--- src/hdl/uart_link_pkg.sv ---
package uart_link_pkg;

  // command word: [15] write flag, [14:8] register address, [7:0] write data
  typedef logic [15:0] cmd_t;

  // payload of one serial frame
  typedef logic [7:0] byte_t;

  typedef logic [6:0] reg_addr_t;

  localparam int CMD_WRITE_BIT = 15;

  // start + 8 data + parity + stop
  localparam int FRAME_BITS = 11;

  // parity bit that makes data plus parity hold an odd number of ones
  function automatic logic odd_parity(input byte_t data);
    logic even_ones;
    even_ones = ~(^data);
    return even_ones;
  endfunction

endpackage

--- src/hdl/uart_tx.sv ---
`timescale 1ns/100ps

module uart_tx
  import uart_link_pkg::*;
#(
  parameter int CLKS_PER_BIT = 434
) (
  input  logic  clk,
  input  logic  rst_n,
  input  logic  tx_start,
  input  byte_t tx_byte,
  output logic  tx,
  output logic  tx_busy
);

  localparam int CNT_W = $clog2(CLKS_PER_BIT);
  localparam int IDX_W = $clog2(FRAME_BITS);

  logic [CNT_W-1:0]      clk_cnt;
  logic [IDX_W-1:0]      bit_idx;
  // bits still to send after the start bit, lsb goes out next
  logic [FRAME_BITS-2:0] shift_q;
  logic                  load;
  logic                  bit_end;
  logic                  busy_end;

  assign load    = tx_start && !tx_busy;
  assign bit_end = (clk_cnt == CNT_W'(CLKS_PER_BIT - 1));

  // busy drops one cycle early so the next frame can follow the stop bit directly
  assign busy_end = (bit_idx == IDX_W'(FRAME_BITS - 1)) &&
                    (clk_cnt == CNT_W'(CLKS_PER_BIT - 2));

  always_ff @(posedge clk or negedge rst_n) begin
    if (!rst_n) begin
      tx      <= 1'b1;
      tx_busy <= 1'b0;
      clk_cnt <= '0;
      bit_idx <= '0;
    end else if (load) begin
      // start bit goes out right away
      tx      <= 1'b0;
      tx_busy <= 1'b1;
      clk_cnt <= '0;
      bit_idx <= '0;
    end else if (tx_busy) begin
      if (bit_end) begin
        clk_cnt <= '0;
        bit_idx <= bit_idx + 1'b1;
        tx      <= shift_q[0];
      end else begin
        clk_cnt <= clk_cnt + 1'b1;
      end
      if (busy_end) begin
        tx_busy <= 1'b0;
      end
    end
  end

  // frame payload: stop, parity, data lsb first
  always_ff @(posedge clk) begin
    if (load) begin
      shift_q <= {1'b1, odd_parity(tx_byte), tx_byte};
    end else if (tx_busy && bit_end) begin
      shift_q <= {1'b1, shift_q[FRAME_BITS-2:1]};
    end
  end

endmodule

--- src/hdl/uart_rx.sv ---
`timescale 1ns/100ps

module uart_rx
  import uart_link_pkg::*;
#(
  parameter int CLKS_PER_BIT = 434
) (
  input  logic  clk,
  input  logic  rst_n,
  input  logic  rx,
  output logic  rx_vld,
  output byte_t rx_byte,
  output logic  rx_err
);

  localparam int CNT_W = $clog2(CLKS_PER_BIT);
  localparam int HALF  = CLKS_PER_BIT / 2;

  typedef enum logic [2:0] {
    RX_IDLE,
    RX_START,
    RX_DATA,
    RX_PARITY,
    RX_STOP
  } rx_state_t;

  rx_state_t        state;
  logic             rx_meta;
  logic             rx_sync;
  logic             rx_prev;
  logic             fall;
  logic [CNT_W-1:0] clk_cnt;
  logic [2:0]       bit_idx;
  logic             sample;
  logic             par_err;
  byte_t            shift_q;

  // two flops against metastability, one more for edge detect
  always_ff @(posedge clk or negedge rst_n) begin
    if (!rst_n) begin
      rx_meta <= 1'b1;
      rx_sync <= 1'b1;
      rx_prev <= 1'b1;
    end else begin
      rx_meta <= rx;
      rx_sync <= rx_meta;
      rx_prev <= rx_sync;
    end
  end

  assign fall = rx_prev && !rx_sync;

  // start bit is checked at half a period, the rest one full period apart
  assign sample = (state == RX_START) ? (clk_cnt == CNT_W'(HALF - 1)) :
                                        (clk_cnt == CNT_W'(CLKS_PER_BIT - 1));

  always_ff @(posedge clk or negedge rst_n) begin
    if (!rst_n) begin
      state   <= RX_IDLE;
      clk_cnt <= '0;
      bit_idx <= '0;
      rx_vld  <= 1'b0;
    end else begin
      rx_vld <= 1'b0;
      if (state == RX_IDLE || sample) begin
        clk_cnt <= '0;
      end else begin
        clk_cnt <= clk_cnt + 1'b1;
      end
      case (state)
        RX_IDLE: begin
          if (fall) begin
            state <= RX_START;
          end
        end
        RX_START: begin
          if (sample) begin
            // still high at mid-bit means a glitch
            state   <= rx_sync ? RX_IDLE : RX_DATA;
            bit_idx <= '0;
          end
        end
        RX_DATA: begin
          if (sample) begin
            bit_idx <= bit_idx + 1'b1;
            if (bit_idx == 3'd7) begin
              state <= RX_PARITY;
            end
          end
        end
        RX_PARITY: begin
          if (sample) begin
            state <= RX_STOP;
          end
        end
        RX_STOP: begin
          if (sample) begin
            state  <= RX_IDLE;
            rx_vld <= 1'b1;
          end
        end
        default: state <= RX_IDLE;
      endcase
    end
  end

  always_ff @(posedge clk) begin
    if (sample && state == RX_DATA) begin
      shift_q <= {rx_sync, shift_q[7:1]};
    end
    if (sample && state == RX_PARITY) begin
      par_err <= (rx_sync != odd_parity(shift_q));
    end
    if (sample && state == RX_STOP) begin
      rx_err <= par_err || !rx_sync;
    end
  end

  assign rx_byte = shift_q;

endmodule

--- src/hdl/uart_cmd_ctrl.sv ---
`timescale 1ns/100ps

module uart_cmd_ctrl
  import uart_link_pkg::*;
#(
  parameter int CLKS_PER_BIT     = 434,
  parameter int RSP_TIMEOUT_BITS = 40
) (
  input  logic  clk,
  input  logic  rst_n,
  input  cmd_t  cmd_in,
  input  logic  cmd_vld,
  output logic  cmd_rdy,
  output logic  tx_start,
  output byte_t tx_byte,
  input  logic  tx_busy,
  input  logic  rx_vld,
  input  byte_t rx_byte,
  input  logic  rx_err,
  output logic  read_vld,
  output byte_t read_data,
  output logic  read_err
);

  localparam int TMO_CYCLES = RSP_TIMEOUT_BITS * CLKS_PER_BIT;
  localparam int TMO_W      = $clog2(TMO_CYCLES);

  typedef enum logic [2:0] {
    IDLE,
    SEND_ADDR,
    WAIT_ADDR,
    SEND_DATA,
    WAIT_DATA,
    WAIT_RSP,
    DONE
  } state_t;

  state_t           state;
  cmd_t             cmd_q;
  reg_addr_t        addr;
  logic             is_write;
  logic [TMO_W-1:0] tmo_cnt;
  logic             tmo_done;

  assign is_write = cmd_q[CMD_WRITE_BIT];
  assign addr     = cmd_q[CMD_WRITE_BIT-1:8];
  assign tmo_done = (tmo_cnt == TMO_W'(TMO_CYCLES - 1));

  assign cmd_rdy  = (state == IDLE);
  assign tx_start = (state == SEND_ADDR) || (state == SEND_DATA);
  assign tx_byte  = (state == SEND_DATA) ? cmd_q[7:0] : {is_write, addr};
  assign read_vld = (state == DONE);

  always_ff @(posedge clk or negedge rst_n) begin
    if (!rst_n) begin
      state   <= IDLE;
      tmo_cnt <= '0;
    end else begin
      case (state)
        IDLE:      if (cmd_vld) state <= SEND_ADDR;
        SEND_ADDR: state <= WAIT_ADDR;
        WAIT_ADDR: begin
          if (!tx_busy) begin
            tmo_cnt <= '0;
            state   <= is_write ? SEND_DATA : WAIT_RSP;
          end
        end
        SEND_DATA: state <= WAIT_DATA;
        WAIT_DATA: if (!tx_busy) state <= IDLE;
        WAIT_RSP: begin
          // no reply in time ends the read as an error
          if (rx_vld || tmo_done) begin
            state <= DONE;
          end else begin
            tmo_cnt <= tmo_cnt + 1'b1;
          end
        end
        DONE:      state <= IDLE;
        default:   state <= IDLE;
      endcase
    end
  end

  always_ff @(posedge clk) begin
    if (state == IDLE && cmd_vld) begin
      cmd_q <= cmd_in;
    end
    if (state == WAIT_RSP) begin
      if (rx_vld) begin
        read_data <= rx_byte;
        read_err  <= rx_err;
      end else if (tmo_done) begin
        read_data <= '0;
        read_err  <= 1'b1;
      end
    end
  end

endmodule

--- src/hdl/uart_cmd_master.sv ---
`timescale 1ns/100ps

module uart_cmd_master
  import uart_link_pkg::*;
#(
  parameter int CLKS_PER_BIT     = 434,
  parameter int RSP_TIMEOUT_BITS = 40
) (
  input  logic  clk,
  input  logic  rst_n,
  input  cmd_t  cmd_in,
  input  logic  cmd_vld,
  output logic  cmd_rdy,
  output logic  read_vld,
  output byte_t read_data,
  output logic  read_err,
  output logic  tx,
  input  logic  rx
);

  logic  tx_start;
  byte_t tx_byte;
  logic  tx_busy;
  logic  rx_vld;
  byte_t rx_byte;
  logic  rx_err;

  uart_cmd_ctrl #(
    .CLKS_PER_BIT     (CLKS_PER_BIT),
    .RSP_TIMEOUT_BITS (RSP_TIMEOUT_BITS)
  ) u_ctrl (
    .clk       (clk),
    .rst_n     (rst_n),
    .cmd_in    (cmd_in),
    .cmd_vld   (cmd_vld),
    .cmd_rdy   (cmd_rdy),
    .tx_start  (tx_start),
    .tx_byte   (tx_byte),
    .tx_busy   (tx_busy),
    .rx_vld    (rx_vld),
    .rx_byte   (rx_byte),
    .rx_err    (rx_err),
    .read_vld  (read_vld),
    .read_data (read_data),
    .read_err  (read_err)
  );

  uart_tx #(
    .CLKS_PER_BIT (CLKS_PER_BIT)
  ) u_tx (
    .clk      (clk),
    .rst_n    (rst_n),
    .tx_start (tx_start),
    .tx_byte  (tx_byte),
    .tx       (tx),
    .tx_busy  (tx_busy)
  );

  uart_rx #(
    .CLKS_PER_BIT (CLKS_PER_BIT)
  ) u_rx (
    .clk     (clk),
    .rst_n   (rst_n),
    .rx      (rx),
    .rx_vld  (rx_vld),
    .rx_byte (rx_byte),
    .rx_err  (rx_err)
  );

endmodule

--- config.mk ---
export PLATFORM = sky130hd
export DESIGN_NAME = uart_cmd_master
export DESIGN_NICKNAME = d
export VERILOG_FILES = /design/src/hdl/uart_link_pkg.sv /design/src/hdl/uart_tx.sv /design/src/hdl/uart_rx.sv /design/src/hdl/uart_cmd_ctrl.sv /design/src/hdl/uart_cmd_master.sv
export SDC_FILE = /design/constraint.sdc
export NUM_CORES = 1
export LEC_CHECK = 0
export BUFFER_PORTS_ARGS = -buffer_cell sky130_fd_sc_hd__buf_2
export CORE_MARGIN = 5
export CORE_UTILIZATION = 30
export CTS_CLUSTER_SIZE = 16
export DETAILED_ROUTE_END_ITERATION = 8
export SETUP_SLACK_MARGIN = 0.1
export SLEW_MARGIN = 0
export SYNTH_ARGS = -nofsm -noshare
export SYNTH_HDL_FRONTEND = slang
export SYNTH_SLANG_ARGS = --single-unit
export TNS_END_PERCENT = 100
--- constraint.sdc ---
create_clock -name clk -period 2.5 [get_ports clk]
set_clock_uncertainty 0.2 [all_clocks]
set_input_delay 0.5 -clock clk [delete_from_list [all_inputs] [get_ports clk]]
set_output_delay 0.5 -clock clk [all_outputs]
set_load 0.05 [all_outputs]
==> out/summary.md, run 1 <==
The kind of path behind the tightest hold check was in2reg. In this run the remaining antenna-violating nets after routing total 0. Post-CTS timing repair inserted 0 buffers for setup.

TritonCTS built the clock tree. The starting density of the core is 0.309, and the simple-gate area share of the yosys netlist is 0.176. Power spread over the standard cell area amounts to 627 mW/mm². In this run, CTS created clock tree buffers numbering 9. After clock tree synthesis, the clock-pin slew on the worst setup and hold paths is 0.07 ns.

The die is 133 µm tall. The via total after detailed routing is 3038. In this run, synthesis inferred 44 flip-flops with an integrated enable. Xor/xnor share of the synthesized area: 0.0775. The met2 track demand over resource was 0.149; the post-route DRC violation count was 0. In this run, placement finished with an instance count of 610. The logs give 627 for the final cell count without fillers and 0.0544 ns for the final hold slack.

The launch point of the worst reg-to-reg path was u_rx.state[2]. For the pin with the worst max-slew slack, the measured transition is 0.668 ns. Summing every instance area after synthesis gives 0.00452 mm². The tools report the data arrival at the endpoint of the critical path as 1.56 ns. The tree is rooted in a sky130_fd_sc_hd__clkbuf_16. The worst-case IR drop observed on VDD is 0.000437 V. The start-to-end type of the worst setup path was reg2out. The origin of the worst setup path is u_ctrl.state[0].

For the number of instances in the synthesized netlist, the log shows 390. The via count of the first global-routing pass is 2971. The routed length per placed instance came out at 13.0 µm. The tools report the final setup slack of the worst path as 0.236 ns. The number of antenna repair diodes is 0. Measured along the x axis, the die boundary spans 133 µm. Setup repair after global routing left no endpoint under its margin.

Across the run, the number of max-cap violations was 0. The run gives 0 as the number of antenna violations at the first check in global routing. The fraction of final layout cells with drive strength greater than 1 was 0.176; the final-layout setup total negative slack was 0 ns. After the last flow step, the layout net total stands at 467. The worst register-to-register path has a setup slack of 0.26 ns. For this run, the number of Yosys warnings is 0. Worst-skew pair later-pin latency: 0.34 ns. Setup slack at placement: 0.129 ns.

The fraction of met1 tracks used by global routing came out at 0.124. The number of cells on the worst reg-to-reg path is 5. In this run, the number of DRC markers left after iteration 0 of detailed routing was 171. The multiplexer share of the synthesized area was 0.0366; the largest buffer count on any clock path was 2. The tools report the overall power of the completed layout as 3.33 mW.

The final RePlAce weighted congestion is 0.790, and the total number of H-tree levels is 3. The run finished with clean final reports. The overall fraction of global-route tracks in use is 0.0961. Setup violations remaining at the end of the flow were counted as 0.

The average instance area after synthesis was 11.6 µm²; the fraction of the mapped netlist area in compound gates was 0.0894. The final-layout fill cell count is 1457, and the area growth from synthesis to layout is 17.7%. For the final number of hold-violating endpoints, the log shows 0. In the routed layout, each cell is associated on average with a via count of 4.85. After detailed placement, the total cell area comes to 0.00500 mm².

The area of the die came out at 0.0176 mm². Largest family of logic cells by synthesized area: simple AND/OR/NAND/NOR gates. Entering global routing, the biggest net connects 30 pins. For this block, the routed nets add up to 8.15 mm of wire.

After floorplanning, the core was sized to cover 0.0146 mm². The post-route clock period utilization is 0.906, and the final core utilization is 0.363. The met3 track utilization from global routing is 0.0372. The worst register-to-register path ends at u_rx.rx_byte[0]. Counting flops and latches in the post-synthesis netlist gives 96.

Sort of element at the start of the critical path: a flop. Post-synthesis share of cell area spent on full adders, half adders and majority gates: 0.0249. Detailed-placement wirelength estimate: 5.78 mm. In this run the static leakage power is 2.27 nW.

Of all nets on the critical path, the largest fanout is 9. The endpoint kind of the worst setup timing path was an output port. The number of max-slew violations in the final report is 0.

After global routing the overflow that remains totals 0. Global-route wire length before repair: 14.0 mm. After routing the design area is 0.00532 mm². The run gives 0.552 as the relative slew slack.

The critical path ends at read_vld. For this run, the top clock speed supported by timing is 442 MHz. The number of nets in the synthesized netlist is 419. The number of different library cells used by synthesis comes to 53. The fraction of registers with async set/reset came out at 0.542.

The minimum period implied by the final worst setup slack is 2.26 ns. For the number of rows created at floorplan, the log shows 44. At the worst endpoint, the required time is 1.80 ns. The first detailed-routing pass took 4 iterations. Among all flip-flop cells after synthesis, the most frequent one is sky130_fd_sc_hd__dfrtp_1. The most crowded layer after global routing was met2. CTS saw 96 sinks. During placement, the flow inserted port buffers numbering 31.

The total I/O pin count is 32, and the sequential element share of the synthesized area is 0.582.
## area by class of cell
class                           instances  area [µm²]  area share
Multi-Input combinational cell        277        1840       0.347
Sequential cell                        96        2630       0.494
Clock inverter                          4        23.8     0.00447
Tap cell                              184         230      0.0433
Inverter                                7        26.3     0.00494
Timing Repair Buffer                   47         290      0.0546
Clock buffer                           12         278      0.0522
## flip-flops by register name, indices dropped and copies added (netlist names)
| register | flops |
|---|---|
| u_tx.tx_busy | 1 |
| u_rx.clk_cnt | 9 |
| u_rx.rx_prev | 1 |
| u_rx.state | 3 |
| u_rx.rx_err | 1 |
| u_rx.rx_vld | 1 |
| u_tx.shift_q | 9 |
| u_ctrl.read_err | 1 |
| u_rx.rx_byte | 8 |
| u_tx.tx | 1 |
| u_ctrl.state | 3 |
| u_rx.rx_meta | 1 |
| u_ctrl.tmo_cnt | 15 |
| u_rx.rx_sync | 1 |
| u_rx.par_err | 1 |
| u_rx.bit_idx | 3 |
| u_tx.clk_cnt | 9 |
| u_tx.bit_idx | 4 |
| u_ctrl.read_data | 8 |
| u_ctrl.cmd_q | 16 |
## layer usage
| layer | wire, µm | vias up |
|---|---|---|
| met5 | 0 | - |
| met4 | 97 | 0 |
| met3 | 496 | 7 |
| met2 | 3690 | 75 |
| met1 | 3860 | 1455 |
| li1 | - | 1501 |
## critical path, cell delays in order (launching register included)
cell and delay [ns]:
sky130_fd_sc_hd__dfrtp_1 0.45, sky130_fd_sc_hd__clkinv_1 0.27, sky130_fd_sc_hd__and3_1 0.27, sky130_fd_sc_hd__buf_2 0.22
## cell usage in the layout (no fill, tap or decap), drive strengths merged, types with 7 or more instances in the layout
| cell | synthesis | routed |
|---|---|---|
| clkbuf | 8 | 12 |
| inv | 6 | 7 |
| nand2 | 32 | 32 |
| mux2i | 15 | 15 |
| xnor2 | 28 | 28 |
| ha | 9 | 9 |
| nor2 | 37 | 37 |
| o21ai | 21 | 21 |
| nand3 | 22 | 22 |
| dfrtp | 48 | 48 |
| a21oi | 14 | 14 |
| and3 | 15 | 15 |
| buf | 2 | 46 |
| edfxtp | 44 | 44 |
| xor2 | 12 | 12 |
| and2 | 11 | 11 |
## report_power, final
| group | switching (mW) | internal (mW) |
|---|---|---|
| logic | 0.0898 | 0.0933 |
| clock network | 0.570 | 0.787 |
| registers | 0.0869 | 1.71 |
| total | 0.747 | 2.59 |
## what timing repair did
action,4_1_cts,5_1_grt
hold endpoints to repair,22,0
hold buffers,1,0
resized for setup,0,2
endpoints found under the setup margin,0,8
## kinds of logic (layout without fill, tap and decap cells)
family / Yosys count / after routing
and+or+nand+nor: 151 / 151
DFF: 96 / 96
AOI/OAI and AO/OA: 61 / 61
xor gates and xnor gates: 40 / 40
buffers and inverters: 17 / 70
muxes: 16 / 16
adders and majority gates: 9 / 9
## cells in the mapped netlist, drive strengths merged (6+ instances only)
library cell | count | area share
ha | 9 | 0.025
nand2 | 32 | 0.027
inv | 6 | 0.0050
a21oi | 14 | 0.016
xor2 | 12 | 0.023
and3 | 15 | 0.021
o21ai | 21 | 0.023
mux2i | 15 | 0.033
and2 | 11 | 0.015
edfxtp | 44 | 0.29
xnor2 | 28 | 0.054
dfrtp | 48 | 0.27
nor2 | 37 | 0.031
clkbuf | 8 | 0.0066
nand3 | 22 | 0.024
## worst min path at each step
| stage | start | endpoint | cells after the start |
|---|---|---|---|
| global placement | u_rx.rx_meta | u_rx.rx_sync | 0 |
| detailed placement | u_rx.rx_meta | u_rx.rx_sync | 0 |
| floorplan | rst_n | u_ctrl.state[0] | 0 |
| global route | rx | u_rx.rx_meta | 1 |
| CTS | rx | u_rx.rx_meta | 1 |
| finish | rx | u_rx.rx_meta | 1 |
Power figures use the tool's default switching activity.
==> inputs of run 2 (changes only) <==
Settings changed: ABC_AREA set to 1.
==> out/summary.md, run 2 <==
The flow ran to the end, and the final reports show no timing, DRC or antenna violations. Largest buffer count on any clock path: 2 (unchanged). Sorting the synthesized cells by area gives the leading types as sky130_fd_sc_hd__edfxtp_1 (26%), sky130_fd_sc_hd__dfrtp_1 (24%), sky130_fd_sc_hd__nand2_1 (14%), sky130_fd_sc_hd__inv_1 (5.4%), sky130_fd_sc_hd__nor2_1 (3.4%).

STA classifies the critical path startpoint as a flop. The sequential element share of the synthesized area came out at 0.522 (-0.0594). The worst-case hold path end point is u_rx.rx_meta. In the synthesized netlist the dominant register cell turns out to be sky130_fd_sc_hd__dfrtp_1.

The logs give 0.524 (-0.014) for the portion of total power attributed to sequential cells and 0.817 (+3.5%) for the final RePlAce weighted congestion. The data arrival at the endpoint of the critical path came out at 1.54 ns (-0.02 ns). Kind of path behind the tightest hold check: in2reg.

Placeable core region: 0.0165 mm² (+13%). The number of max-slew violations in the final report is 0 (unchanged). The tools report the number of instances in the synthesized netlist as 579 (+48%).

Switching power of the nets: 0.846 mW (+13%). Highest clock rate: 447 MHz (+1.2%). The average instance area after synthesis came out at 8.69 µm² (-25%).

The library cell with the highest instance count after synthesis is sky130_fd_sc_hd__nand2_1. The library cell used most frequently in the layout, excluding fill and tap cells, is sky130_fd_sc_hd__nand2_1. The logs give 0.645 (+0.0928) for the relative slew slack and 7.12 mm (+23%) for the detailed-placement wirelength estimate. The maximum fanout count along the critical path is 10 (+1). The number of enable flip-flop cells after synthesis was 44 (unchanged); the post-route clock period utilization was 0.894 (-0.0111). The die height came out at 140 µm (+5.1%). The logic depth of the worst register-to-register path was 7 (+2).

Start-to-end type of the worst setup path: reg2out. The power density over the cells is 590 mW/mm² (-5.9%). For the global-route wire length before repair, the log shows 16.2 mm (+16%).

The logs give 0 (unchanged) for the number of antenna repair diodes and 0 (unchanged) for the total grt overflow. The synthesized net count came out at 608 (+45%). Sorting the synthesized cells by how often they occur yields sky130_fd_sc_hd__nand2_1 (183), sky130_fd_sc_hd__inv_1 (72), sky130_fd_sc_hd__dfrtp_1 (48). For the area used by sequential logic in the layout, the log shows 0.00263 mm² (about the same). For the area of the die, the log shows 0.0195 mm² (+11%). The run gives 9 (unchanged) as the TritonCTS buffer count. The count of input and output buffers came out at 31 (unchanged). Largest area contributor in the synthesized netlist: sky130_fd_sc_hd__edfxtp_1. The most used cell along the critical path was sky130_fd_sc_hd__inv_1. The overall fraction of global-route tracks in use was 0.101 (+0.00444). The count of maximum capacitance violations is 0 (unchanged), and the count of buffer and inverter cells on the critical path is 4 (+2). The tools report the share of power burned in combinational logic as 0.119 (+0.064).

The final-report setup violation count came out at 0 (unchanged). Clock share of power: 0.357 (-0.050). The switching share of total power came out at 0.252 (+0.0281).

Reported leakage power: 2.57 nW (+13%). The worst-skew pair later-pin latency is 0.34 ns (about the same), and the cell-internal power is 2.51 mW (-3.0%). The cell class contributing the biggest share of worst-path delay was buffers and inverters. The count of state elements after synthesis came out at 96 (unchanged).

Via-per-instance ratio: 4.31 (-11%). The register with the highest flop count is u_ctrl.cmd_q. The post-route DRC violation count was 0 (unchanged).

The number of antenna-violating nets in the routed design was 0 (unchanged). The cell sitting at the root of the clock tree is a sky130_fd_sc_hd__clkbuf_16. TritonCTS built the clock tree.

Worst-path cell with the longest stage delay: sky130_fd_sc_hd__dfrtp_1. The buffer count from post-CTS setup fixing was 0 (unchanged). The number of DRC violations after detailed-routing iteration 0 came out at 202 (+18%). Setup repair after global routing left no endpoint under its margin. Traced cell by cell, the critical path runs through inv_2, nand2_2, inv_1, nand2_1, inv_1, buf_2. The library cells used most frequently in the layout, excluding fill and tap cells, are sky130_fd_sc_hd__nand2_1 (183), sky130_fd_sc_hd__inv_1 (72), sky130_fd_sc_hd__dfrtp_1 (47), sky130_fd_sc_hd__nor2_1 (45), sky130_fd_sc_hd__edfxtp_1 (44). The number of clock sinks was 96 (unchanged); the highest cell delay on the worst timing path was 0.51 ns (+0.06 ns).

For the starting density of the core, the log shows 0.305 (-0.00399). The routed length per placed instance works out to 11.2 µm (-14%). The fraction of final layout cells with drive strength greater than 1 works out to 0.146 (-0.0300).

The slew at the pin closest to its max-slew limit was 0.528 ns (-0.140 ns). The final-layout setup total negative slack was 0 ns (unchanged). In this run the critical register-to-register path is launched from u_rx.state[1].

The number of antenna violations at the first check in global routing was 0 (unchanged); the endpoint required time on the critical path was 1.80 ns (about the same). The tools report the netlist area before placement as 0.00503 mm² (+11%). The count of cells along the worst hold path is 1 (unchanged), and the number of rows created at floorplan is 47 (+6.8%). The hold path startpoint is rx. The final number of hold-violating endpoints is 0 (unchanged), and the peak supply drop is 0.000336 V (-23%). The run gives 9.44 mm (+16%) as the detailed-route wire length.

The logs give 3 (unchanged) for the total number of H-tree levels and 5 (+1) for the total iterations of the first detailed-routing run. The number of warning messages in the yosys log was 0 (unchanged); the share of Yosys cell area claimed by the top area cell type was 0.263 (-0.0299). The final-layout fill cell count was 1688 (+16%). The tools report the net count of the finished layout as 647 (+39%). The flip-flop count of the largest register, all copies and words added works out to 16 (unchanged). The worst register-to-register path ends at u_rx.rx_byte[3]. The fraction of registers with async set/reset is 0.542 (unchanged). The run gives 32 (unchanged) as the total I/O pin count. The tools report the register-to-register setup slack as 0.42 ns (+0.16 ns).

The critical path depth in cells was 6 (+3); the area growth from synthesis to layout was 13.0%. The tools report the endpoint kind of the worst setup timing path as an output port. The minimum period implied by the final worst setup slack is 2.24 ns (-0.0277 ns), and the maximum number of pins on one net before global-route repair is 34 (+13%).

The number of distinct library cells after synthesis was 40 (-25%); the via total after detailed routing was 3635 (+20%). Overall power of the completed layout: 3.35 mW (+0.62%). The CTS clock-pin slew for the worst setup and hold paths was 0.06 ns (about the same); the chip width was 140 µm (+5.1%). In the final layout, the registers with the most flip-flops are u_ctrl.cmd_q: 16 flops, u_ctrl.tmo_cnt: 15 flops. Via count of the first global-routing pass: 3397 (+14%). The combined area of the multi-input logic cells is 0.00201 mm² (+9.2%).
run 2: cell types whose count changed in the layout (fill, tap and decap cells not counted), moves of 15 or more:
cell,change
sky130_fd_sc_hd__nand2_1,+152
sky130_fd_sc_hd__mux2i_1,-15
sky130_fd_sc_hd__and3_1,-15
sky130_fd_sc_hd__xnor2_1,-19
sky130_fd_sc_hd__nor3_1,+16
sky130_fd_sc_hd__inv_1,+66
run 2: area by class of cell:
cell class                      count  area share
Clock buffer                       14      0.0429
Tap cell                          220      0.0484
Clock inverter                      2     0.00154
Multi-Input combinational cell    394       0.354
Inverter                           81      0.0541
Timing Repair Buffer               36      0.0365
Sequential cell                    96       0.462
run 2: kinds of logic (layout without fill, tap and decap cells):
family	after synthesis	after routing	share of synthesized area
xor gates and xnor gates	26	26	0.0453
AOI/OAI and AO/OA	46	46	0.0574
DFF	96	96	0.522
buffers and inverters	89	133	0.0778
adders and majority gates	9	9	0.0224
and+or+nand+nor	313	313	0.275
run 2: power by group through the flow:
stage                     sequential (mW)  clock, mW  combinational (mW)
after floorplan                      1.77          0               0.304
after global placement               1.78          0               0.408
after detailed placement             1.78          0               0.402
after CTS                            1.75       1.24               0.405
after global routing                 1.76       1.32               0.465
final                                1.76       1.20               0.399
run 2: how the worst max path moves through the flow:
stage / start / endpoint / slack, ns
2_1_floorplan: u_ctrl.state[1] / read_vld / 0.19
3_3_place_gp: u_rx.state[1] / u_rx.rx_byte[5] / 0.48
3_5_place_dp: u_rx.state[1] / u_rx.rx_byte[5] / 0.41
4_1_cts: u_ctrl.state[1] / read_vld / 0.14
5_1_grt: u_ctrl.state[0] / cmd_rdy / 0.14
6_report: u_ctrl.state[0] / cmd_rdy / 0.26
run 2: metal layers:
metal	wire, µm	part of all wire	up-vias	track usage
li1	-	-	1934	-
met1	4800	0.51	1653	0.142
met2	4300	0.46	43	0.149
met3	260	0.028	5	0.0271
met4	78	0.0083	0	0.0355
met5	0	0	-	0
run 2: metrics by stage:
stage	worst slack, ns	instances	utilization	area (µm²)	hold WS [ns]
after floorplan	0.193	579	-	5030	0.00441
after global placement	0.479	826	0.328	5420	0.146
after detailed placement	0.409	826	0.328	5420	0.149
after CTS	0.144	843	0.344	5680	0.0384
after global routing	0.145	843	0.344	5690	0.0330
final	0.264	843	0.344	5690	0.0545
run 2: timing repair:
item,in CTS,in global routing
endpoints found under the setup margin,0,1
hold buffers,1,0
resized for setup,0,1
hold endpoints to repair,18,0
